--- config.mk ---
export PLATFORM = sky130hd
export DESIGN_NAME = items_vld_top
export DESIGN_NICKNAME = d
export VERILOG_FILES = /design/src/design/items_vld_pkg.sv /design/src/design/pkt_position_tracker.sv /design/src/design/item_valid_mask.sv /design/src/design/tx_word_buffer.sv /design/src/design/items_vld_top.sv
export VERILOG_INCLUDE_DIRS = /design/src /design/src/design
export SDC_FILE = /design/constraint.sdc
export NUM_CORES = 1
export LEC_CHECK = 0
export ABC_AREA = 1
export BUFFER_PORTS_ARGS = -buffer_cell sky130_fd_sc_hd__buf_2
export CAP_MARGIN = 20
export CORE_AREA = 2 2 97 99
export CTS_CLUSTER_DIAMETER = 60
export DETAILED_ROUTE_END_ITERATION = 6
export DIE_AREA = 0 0 99 101
export MAX_ROUTING_LAYER = met4
export PLACE_DENSITY = 0.84
export SKIP_CTS_REPAIR_TIMING = 1
export SLEW_MARGIN = 10
export SYNTH_ARGS = -nofsm -noshare
export SYNTH_HDL_FRONTEND = slang
export SYNTH_SLANG_ARGS = --single-unit
--- constraint.sdc ---
create_clock -name clk -period 6.33 [get_ports clk]
set_input_delay 0.633 -clock clk [delete_from_list [all_inputs] [get_ports clk]]
set_output_delay 0.633 -clock clk [all_outputs]
set_load 0.005 [all_outputs]
--- src/design/items_vld_cfg.svh ---
/*
 * Width and size constants of the item valid extraction block
 */

`ifndef ITEMS_VLD_CFG_SVH
`define ITEMS_VLD_CFG_SVH

// Word geometry
`define ITEMS        4
`define ITEM_WIDTH   8

// Largest packet, in items
`define PKT_MTU      256

// Metadata and position fields
`define OFFSET_WIDTH 8
`define LENGTH_WIDTH 9
`define POS_WIDTH    9

`endif

--- src/design/items_vld_pkg.sv ---
/*
 * Vector typedefs, RX/TX word structs and tracker state enum
 */

`default_nettype none

`include "items_vld_cfg.svh"

package items_vld_pkg;

    typedef logic [`ITEM_WIDTH-1:0]      item_t;
    typedef item_t [`ITEMS-1:0]          data_t;
    typedef logic [`ITEMS-1:0]           item_mask_t;
    typedef logic [$clog2(`ITEMS)-1:0]   item_idx_t;
    typedef logic [`OFFSET_WIDTH-1:0]    offset_t;
    typedef logic [`LENGTH_WIDTH-1:0]    length_t;
    typedef logic [`POS_WIDTH-1:0]       pos_t;

    // Per-packet window, valid on SOF
    typedef struct packed {
        logic    enable;
        length_t length;
        offset_t offset;
    } rx_meta_t;

    typedef struct packed {
        data_t     data;
        logic      sof;
        logic      eof;
        item_idx_t eof_pos;   // Last item of the packet
        rx_meta_t  meta;
    } rx_word_t;

    typedef struct packed {
        data_t      data;
        item_mask_t vld;
    } tx_word_t;

    typedef enum logic {idle, in_packet} pkt_state_e;

endpackage

`default_nettype wire

--- src/design/pkt_position_tracker.sv ---
/*
 * Packet position tracker
 * Word counter and metadata latch, held from SOF to EOF
 */

`timescale 1ns/1ns
`default_nettype none

`include "items_vld_cfg.svh"

module pkt_position_tracker (
    input  logic                    clk,
    input  logic                    reset,
    input  items_vld_pkg::rx_word_t rx_word,
    input  logic                    accept,
    output items_vld_pkg::pos_t     pkt_pos,
    output items_vld_pkg::rx_meta_t cur_meta
);

    import items_vld_pkg::*;

    localparam int IDX_WIDTH  = $bits(item_idx_t);
    localparam int WCNT_WIDTH = $clog2(`PKT_MTU / `ITEMS);

    pkt_state_e            state;
    logic [WCNT_WIDTH-1:0] word_cnt;   // Index of the next word in the packet
    rx_meta_t              meta_q;

    // ========================================
    // State, counter and metadata latch
    // ========================================
    always_ff @(posedge clk) begin
        if (reset) begin
            state    <= idle;
            word_cnt <= '0;
            meta_q   <= '0;
        end else if (accept) begin
            if (rx_word.sof) begin
                meta_q   <= rx_word.meta;
                word_cnt <= WCNT_WIDTH'(1);
                state    <= rx_word.eof ? idle : in_packet;
            end else if (state == in_packet) begin
                word_cnt <= word_cnt + WCNT_WIDTH'(1);
                if (rx_word.eof)
                    state <= idle;
            end
        end
    end

    // ========================================
    // Outputs for the current word
    // ========================================
    always_comb begin
        if (rx_word.sof) begin
            pkt_pos  = '0;
            cur_meta = rx_word.meta;   // Live on SOF
        end else begin
            pkt_pos  = pos_t'({word_cnt, {IDX_WIDTH{1'b0}}});
            cur_meta = meta_q;
        end
    end

endmodule

`default_nettype wire

--- src/design/item_valid_mask.sv ---
/*
 * Per-item valid mask of one word
 * Window check against offset/length, cut at EOF
 */

`timescale 1ns/1ns
`default_nettype none

`include "items_vld_cfg.svh"

module item_valid_mask (
    input  items_vld_pkg::rx_word_t rx_word,
    input  items_vld_pkg::pos_t     pkt_pos,
    input  items_vld_pkg::rx_meta_t cur_meta,
    output items_vld_pkg::tx_word_t out_word
);

    import items_vld_pkg::*;

    // One extra bit so offset plus length cannot wrap
    localparam int CMP_WIDTH = `LENGTH_WIDTH + 1;

    logic [CMP_WIDTH-1:0] win_lo;
    logic [CMP_WIDTH-1:0] win_hi;

    assign win_lo = CMP_WIDTH'(cur_meta.offset);
    assign win_hi = CMP_WIDTH'(cur_meta.offset) + CMP_WIDTH'(cur_meta.length);

    // ========================================
    // Mask per item
    // ========================================
    always_comb begin
        logic [CMP_WIDTH-1:0] item_pos;
        logic                 in_pkt;

        out_word.data = rx_word.data;   // Data unchanged
        for (int i = 0; i < `ITEMS; i++) begin
            item_pos = CMP_WIDTH'(pkt_pos) + CMP_WIDTH'(i);
            in_pkt   = !rx_word.eof || (item_idx_t'(i) <= rx_word.eof_pos);

            out_word.vld[i] = cur_meta.enable
                           && (item_pos >= win_lo)
                           && (item_pos < win_hi)
                           && in_pkt;
        end
    end

endmodule

`default_nettype wire

--- src/design/tx_word_buffer.sv ---
/*
 * Two-entry output buffer
 * Drops words with an empty mask, back-pressures when full
 */

`timescale 1ns/1ns
`default_nettype none

module tx_word_buffer (
    input  logic                    clk,
    input  logic                    reset,
    input  items_vld_pkg::tx_word_t in_word,
    input  logic                    in_src_rdy,
    output logic                    in_dst_rdy,
    output items_vld_pkg::tx_word_t tx_word,
    output logic                    tx_src_rdy,
    input  logic                    tx_dst_rdy
);

    import items_vld_pkg::*;

    tx_word_t   head_q;   // Presented on TX
    tx_word_t   tail_q;
    logic [1:0] count;
    logic       push;
    logic       pop;

    assign in_dst_rdy = (count != 2'd2);
    assign tx_src_rdy = (count != 2'd0);
    assign tx_word    = head_q;

    // Empty words are taken but not stored
    assign push = in_src_rdy && in_dst_rdy && (|in_word.vld);
    assign pop  = tx_src_rdy && tx_dst_rdy;

    // ========================================
    // Fill count
    // ========================================
    always_ff @(posedge clk) begin
        if (reset)
            count <= 2'd0;
        else if (push && !pop)
            count <= count + 2'd1;
        else if (pop && !push)
            count <= count - 2'd1;
    end

    // Entry data
    always_ff @(posedge clk) begin
        case ({push, pop})
            2'b10: begin
                if (count == 2'd0)
                    head_q <= in_word;
                else
                    tail_q <= in_word;
            end
            2'b01: head_q <= tail_q;   // Shift up
            2'b11: head_q <= in_word;  // Only with one entry held
            default: ;
        endcase
    end

endmodule

`default_nettype wire

--- src/design/items_vld_top.sv ---
/*
 * Item valid extraction top level
 * Position tracker, per-item mask stage and output buffer
 */

`timescale 1ns/1ns
`default_nettype none

module items_vld_top (
    input  logic                    clk,
    input  logic                    reset,
    input  items_vld_pkg::rx_word_t rx_word,
    input  logic                    rx_src_rdy,
    output logic                    rx_dst_rdy,
    output items_vld_pkg::tx_word_t tx_word,
    output logic                    tx_src_rdy,
    input  logic                    tx_dst_rdy
);

    import items_vld_pkg::*;

    logic     accept;
    pos_t     pkt_pos;
    rx_meta_t cur_meta;
    tx_word_t mask_word;

    assign accept = rx_src_rdy && rx_dst_rdy;   // RX transfer

    pkt_position_tracker u_tracker (
        .clk      (clk),
        .reset    (reset),
        .rx_word  (rx_word),
        .accept   (accept),
        .pkt_pos  (pkt_pos),
        .cur_meta (cur_meta)
    );

    item_valid_mask u_mask (
        .rx_word  (rx_word),
        .pkt_pos  (pkt_pos),
        .cur_meta (cur_meta),
        .out_word (mask_word)
    );

    tx_word_buffer u_buffer (
        .clk        (clk),
        .reset      (reset),
        .in_word    (mask_word),
        .in_src_rdy (rx_src_rdy),
        .in_dst_rdy (rx_dst_rdy),
        .tx_word    (tx_word),
        .tx_src_rdy (tx_src_rdy),
        .tx_dst_rdy (tx_dst_rdy)
    );

endmodule

`default_nettype wire

# --- After elaboration in Yosys (flattened, before gate mapping) ---
# Index checks and enable logic that the tools add are counted.
classes:
  n_mux: 11
  n_eq_ne: 5
  n_reduce_logical: 33
  bitwise: 1
  addsub: 7
  order_cmp: 12
op_table:
  columns: ["operator", "count"]
  rows:
  - ["one-hot mux 36 bit (3 select lines)", 1]
  - ["2-to-1 mux 36 bit", 1]
  - [">= comparator 10 x 8 -> 1 bit", 3]
  - ["< comparator 10 bit", 3]
  - ["adder 8 x 2 -> 9 bit (second input constant)", 2]
  - ["2-to-1 mux 18 bit", 1]
  - ["logical AND 1 bit", 17]
  - ["2-to-1 mux 6 bit", 2]
  - ["adder 8 x 9 -> 10 bit", 1]
  - ["< comparator 8 x 10 -> 1 bit", 1]
  - ["adder 8 x 1 -> 9 bit (second input constant)", 1]
  - [">= comparator 8 bit", 1]
  - ["2-to-1 mux 8 bit", 1]
  - ["adder 6 x 1 -> 6 bit (second input constant)", 1]
  - ["AND reduction 2 bit", 3]
  - ["nonzero test 2 bit", 3]
  - ["== test 2 bit (second input constant)", 2]
  - ["less-or-equal comparator 1 x 2 -> 1 bit (first input constant)", 2]
  - ["less-or-equal comparator 2 bit (first input constant)", 2]
  - ["logical OR 1 bit", 4]
  - ["2-to-1 mux 2 bit", 2]
  - ["OR reduction 4 bit", 1]
  - ["logical NOT 1 bit", 3]
  - ["2-to-1 mux 1 bit", 3]
  - ["8 further kinds", 8]
word_totals:
  out_inout_bits: 38
  reg_bits: 99

# --- Longest topological paths before layout ---
logic_depth:
  word_depth: 12
  depth_mapped: 30

# --- Hierarchy ---
# From an unflattened synthesis, not the netlist that was laid out.
unflattened:
  hier_cells: 771
  hier_area_um2: 6791.5
modules_own_cells:
  columns: ["module", "instances", "cells_per_inst", "seq_area_each_um2", "area_per_inst_um2"]
  rows:
  - ["item_valid_mask", 1, 453, 0.0, 2797.7]
  - ["tx_word_buffer", 1, 150, 2202.1, 2791.4]
  - ["pkt_position_tracker", 1, 166, 500.5, 1194.9]
  - ["items_vld_top", 1, 2, 0.0, 7.5]

# --- Worst setup path after synthesis ---
# OpenSTA, ideal clock, no wires.
synth_timing:
  kind: "input to register"
  start: "in rx_word[21] in the netlist's numbering"
  end: "reg u_buffer.tail_q[0] in the netlist's numbering (enable)"
  path_stages: 26
  t_arrival_ns: 5.084
  n_path_buf: 2
  setup_slack_ns: 0.817
  path_cell_list: "clkbuf_1 clkbuf_1 o21ai_0 inv_1 ha_1 inv_1 nand2_1 nand3_1 nand2_1 a31oi_1 xor2_1 ha_1 nand2_1 inv_1 nand4_1 nor2_1 nor2_2 nand3_1 nand2_1 inv_1 nand2_1 nand2_1 inv_2 ha_1 inv_1 nor2_1"
synth_rtl:
  columns: ["item", "line", "source"]
  rows:
  - ["start, declared", "items_vld_top.sv:12", "input items_vld_pkg::rx_word_t rx_word,"]
  - ["end signal, assigned", "tx_word_buffer.sv:55", "tail_q <= in_word;"]
  - ["end, declared", "tx_word_buffer.sv:23", "tx_word_t tail_q;"]

==> metrics.cfg <==
[clock_network]
cts_tree = built
numCtsBuffers = 9
clock-sinks = 99
cts.clk_slew.worst_paths_ps = 100
root_buffer = clkbuf_8
clock_path_buffers = 2
h-tree-depth = 3
insertion_delay_ps = 370

[timing]
tns_ps = 0
period_share_pct = 82.7
drv_slew = 0
fmax_ghz = 0.191
setup_ws_ps = 1100
worstMarginPinSlew_ps = 953
rsz0062_at_grt = false
hold_viol = 0
relSlewSlack_pct = 36.1
finalSetupViolCount = 0
fin_crit_ps = 5230
fin_skew_ps = 11.3

[yosys]
yosys_most_used_dff = edfxtp_1
yosysSeqAreaShare_pct = 56.2
synth_cell_types = 37
synth-async-reset-ratio_pct = 0
syn_inst = 522
synth.avg_cell_area_um2 = 9.21
synth_edf_count = 72
synth_area_um2 = 4810
synth.net_count = 606
synth_warnings = 0
synth_seq_cells = 99

[hold_path]
hold_path_end = u_buffer.tail_q[25]$_DFFE_PP_
min_path_type = in -> reg
min_from = rx_word[43]
holdPathStages = 1

[setup_path]
cp-start-kind = input pin
r2r-end = u_buffer.tx_word[32]$_DFFE_PP_
crit_path_max_fanout = 34
rr_startpoint = u_tracker.meta_q[9]$_SDFFE_PP0P_
cp.arrival_ps = 5360
crit_required_ps = 6460
critPathKind = in -> reg
reg2reg_slack_ps = 1810
end_kind = flop
rr_worst_depth = 24

[global_route]
grt_pass1_wl_mm = 16.2
grt.overflow.total = 0
antenna_found_initial = 0
grt_pass1_vias = 3567
grt_util_all_layers_pct = 21.3
grt_max_degree = 39

[die]
fp.dieArea_um2 = 10000
core_um2 = 8980
die_w_um = 99
dieHeight_um = 101
rows = 35
ios = 96
initial_core_util_pct = 53.5

[drt]
drcViolationCount = 0
wl_per_cell_um = 13.8
vias = 3777
dr.pass1.iters = 4
wl_mm = 10.1
viasPerCell = 5.17
drtIter0Drc = 164
postRouteAntennaNets = 0

[finish]
drive_gt1_share_pct = 21.9
insertedDiodeCount = 0
synthToLayoutAreaGrowth_pct = 15.9
fillers = 746
final_util_pct = 62.0
fin_nets = 699
finish.instance_area_um2 = 5570

[power]
ir_worst_vdd_v = 0.000134
p_leak_nw = 2.52
power_density_nw_per_um2 = 285
power_mw = 1.59

[flow_run]
drv_cap = 0

[run_status]
outcome = finished, final reports clean

[placed_design]
place.gp.congestion = 0.923
hpwl_mm = 7.46
io_buffers = 95
placed_area_um2 = 5390
dpl_worst_slack_ps = 854

==> routing by layer <==
layer | track usage, % | vias to the layer above | wire (µm)
met5 | - | - | 0
met4 | 7.17 | 0 | 172
met3 | 4.99 | 16 | 600
met2 | 36.5 | 120 | 5080
met1 | 24.7 | 1729 | 4230
li1 | - | 1912 | -
==> worst max-delay path: stages <==
cell and delay, ps:
buf_2 430, inv_2 220, or2_2 310, o21ai_0 150, inv_1 120, ha_1 350, inv_1 60, nand2_1 60
nand3_1 80, nand2_1 90, a31oi_1 170, xor2_1 100, ha_1 300, nand2_1 110, inv_1 70, nand4_1 150
nor2_1 170, nor2_2 70, nand3_1 100, nand2_1 60, inv_1 50, nand2_1 60, nand2_1 100, ha_1 190
clkinv_1 740, nand2_1 340, nand2_1 70
==> synthesized netlist by cell type (2+ instances only) <==
cell type | n | area share [%]
xor2_1 | 6 | 1.1
dfxtp_1 | 27 | 11
nor3b_1 | 3 | 0.47
ha_1 | 25 | 6.5
a211oi_1 | 2 | 0.31
nor2_2 | 2 | 0.26
nand2_2 | 2 | 0.26
nand3_2 | 2 | 0.42
inv_1 | 46 | 3.6
or2_2 | 8 | 1.0
inv_2 | 2 | 0.16
edfxtp_1 | 72 | 45
nand2_1 | 175 | 14
o21ai_0 | 39 | 4.1
nor3_1 | 3 | 0.31
a31oi_1 | 4 | 0.52
nor2_1 | 35 | 2.7
a21oi_1 | 26 | 2.7
nand3_1 | 10 | 1.0
clkbuf_1 | 15 | 1.2
nor2_4 | 2 | 0.47
==> kinds of logic (layout without fill, tap and decap cells) <==
group                      Yosys count  count (layout)  share of synthesized area, %
xor gates and xnor gates             7               7                          1.28
and+or+nand+nor                    250             250                          22.2
buffers and inverters               65             163                          5.15
AOI/OAI and AO/OA                   75              75                          8.22
adders and majority gates           26              26                          6.92
DFF                                 99              99                          56.2
==> power breakdown <==
group | internal (mW) | leakage, nW | switching (mW)
combinational | 0.139 | 1.56 | 0.258
clock | 0.149 | 0.0937 | 0.233
sequential | 0.787 | 0.870 | 0.0211
==> through the flow <==
step                      cells  hold slack [ps]
after floorplan             522              424
after global placement      715              435
after detailed placement    715              444
after CTS                   731              438
after global routing        731              428
final                       731              449
==> area by class of cell <==
| cell class | count | area (µm²) | share of cell area, % |
|---|---|---|---|
| tap | 111 | 139 | 2.49 |
| multi-input combinational | 358 | 1860 | 33.5 |
| inverter | 49 | 184 | 3.30 |
| timing repair buffer | 98 | 498 | 8.94 |
| clock inverter | 7 | 58.8 | 1.06 |
| clock buffer | 9 | 124 | 2.22 |
| sequential | 99 | 2700 | 48.5 |
==> sequential cells by signal, summed over array words and instances (netlist names) <==
| register | cells |
|---|---|
| u_buffer.count | 2 |
| u_buffer.tail_q | 36 |
| u_buffer.tx_word | 36 |
| u_tracker.meta_q | 18 |
| u_tracker.state | 1 |
| u_tracker.word_cnt | 6 |
==> cell usage in the layout (no fill, tap or decap), types with 2 or more instances in the layout <==
cell and instances:
nor3b_1 3, clkinv_1 2, a31oi_1 4, a211oi_1 2
dfxtp_1 27, nor2_4 3, nor2_1 34, inv_2 2
nand3_2 2, ha_1 25, edfxtp_1 72, buf_2 95
nand2_2 2, nand2_1 175, clkinv_4 3, or2_2 8
xor2_1 6, nor2_2 2, o21ai_0 39, buf_4 3
clkbuf_8 9, inv_6 2, nand3_1 10, inv_1 46
nor3_1 3, a21oi_1 26
==> how the worst max path moves through the flow <==
stage,from,to,slack [ps]
floorplan,rx_word[21],u_buffer.tail_q[0]$_DFFE_PP_,820
global placement,rx_word[21],u_buffer.tx_word[2]$_DFFE_PP_,1040
detailed placement,rx_word[21],u_buffer.tx_word[32]$_DFFE_PP_,850
CTS,rx_word[21],u_buffer.tx_word[32]$_DFFE_PP_,1160
global route,rx_word[21],u_buffer.tx_word[32]$_DFFE_PP_,560
finish,rx_word[21],u_buffer.tx_word[32]$_DFFE_PP_,1100
Power figures use the tool's default switching activity.
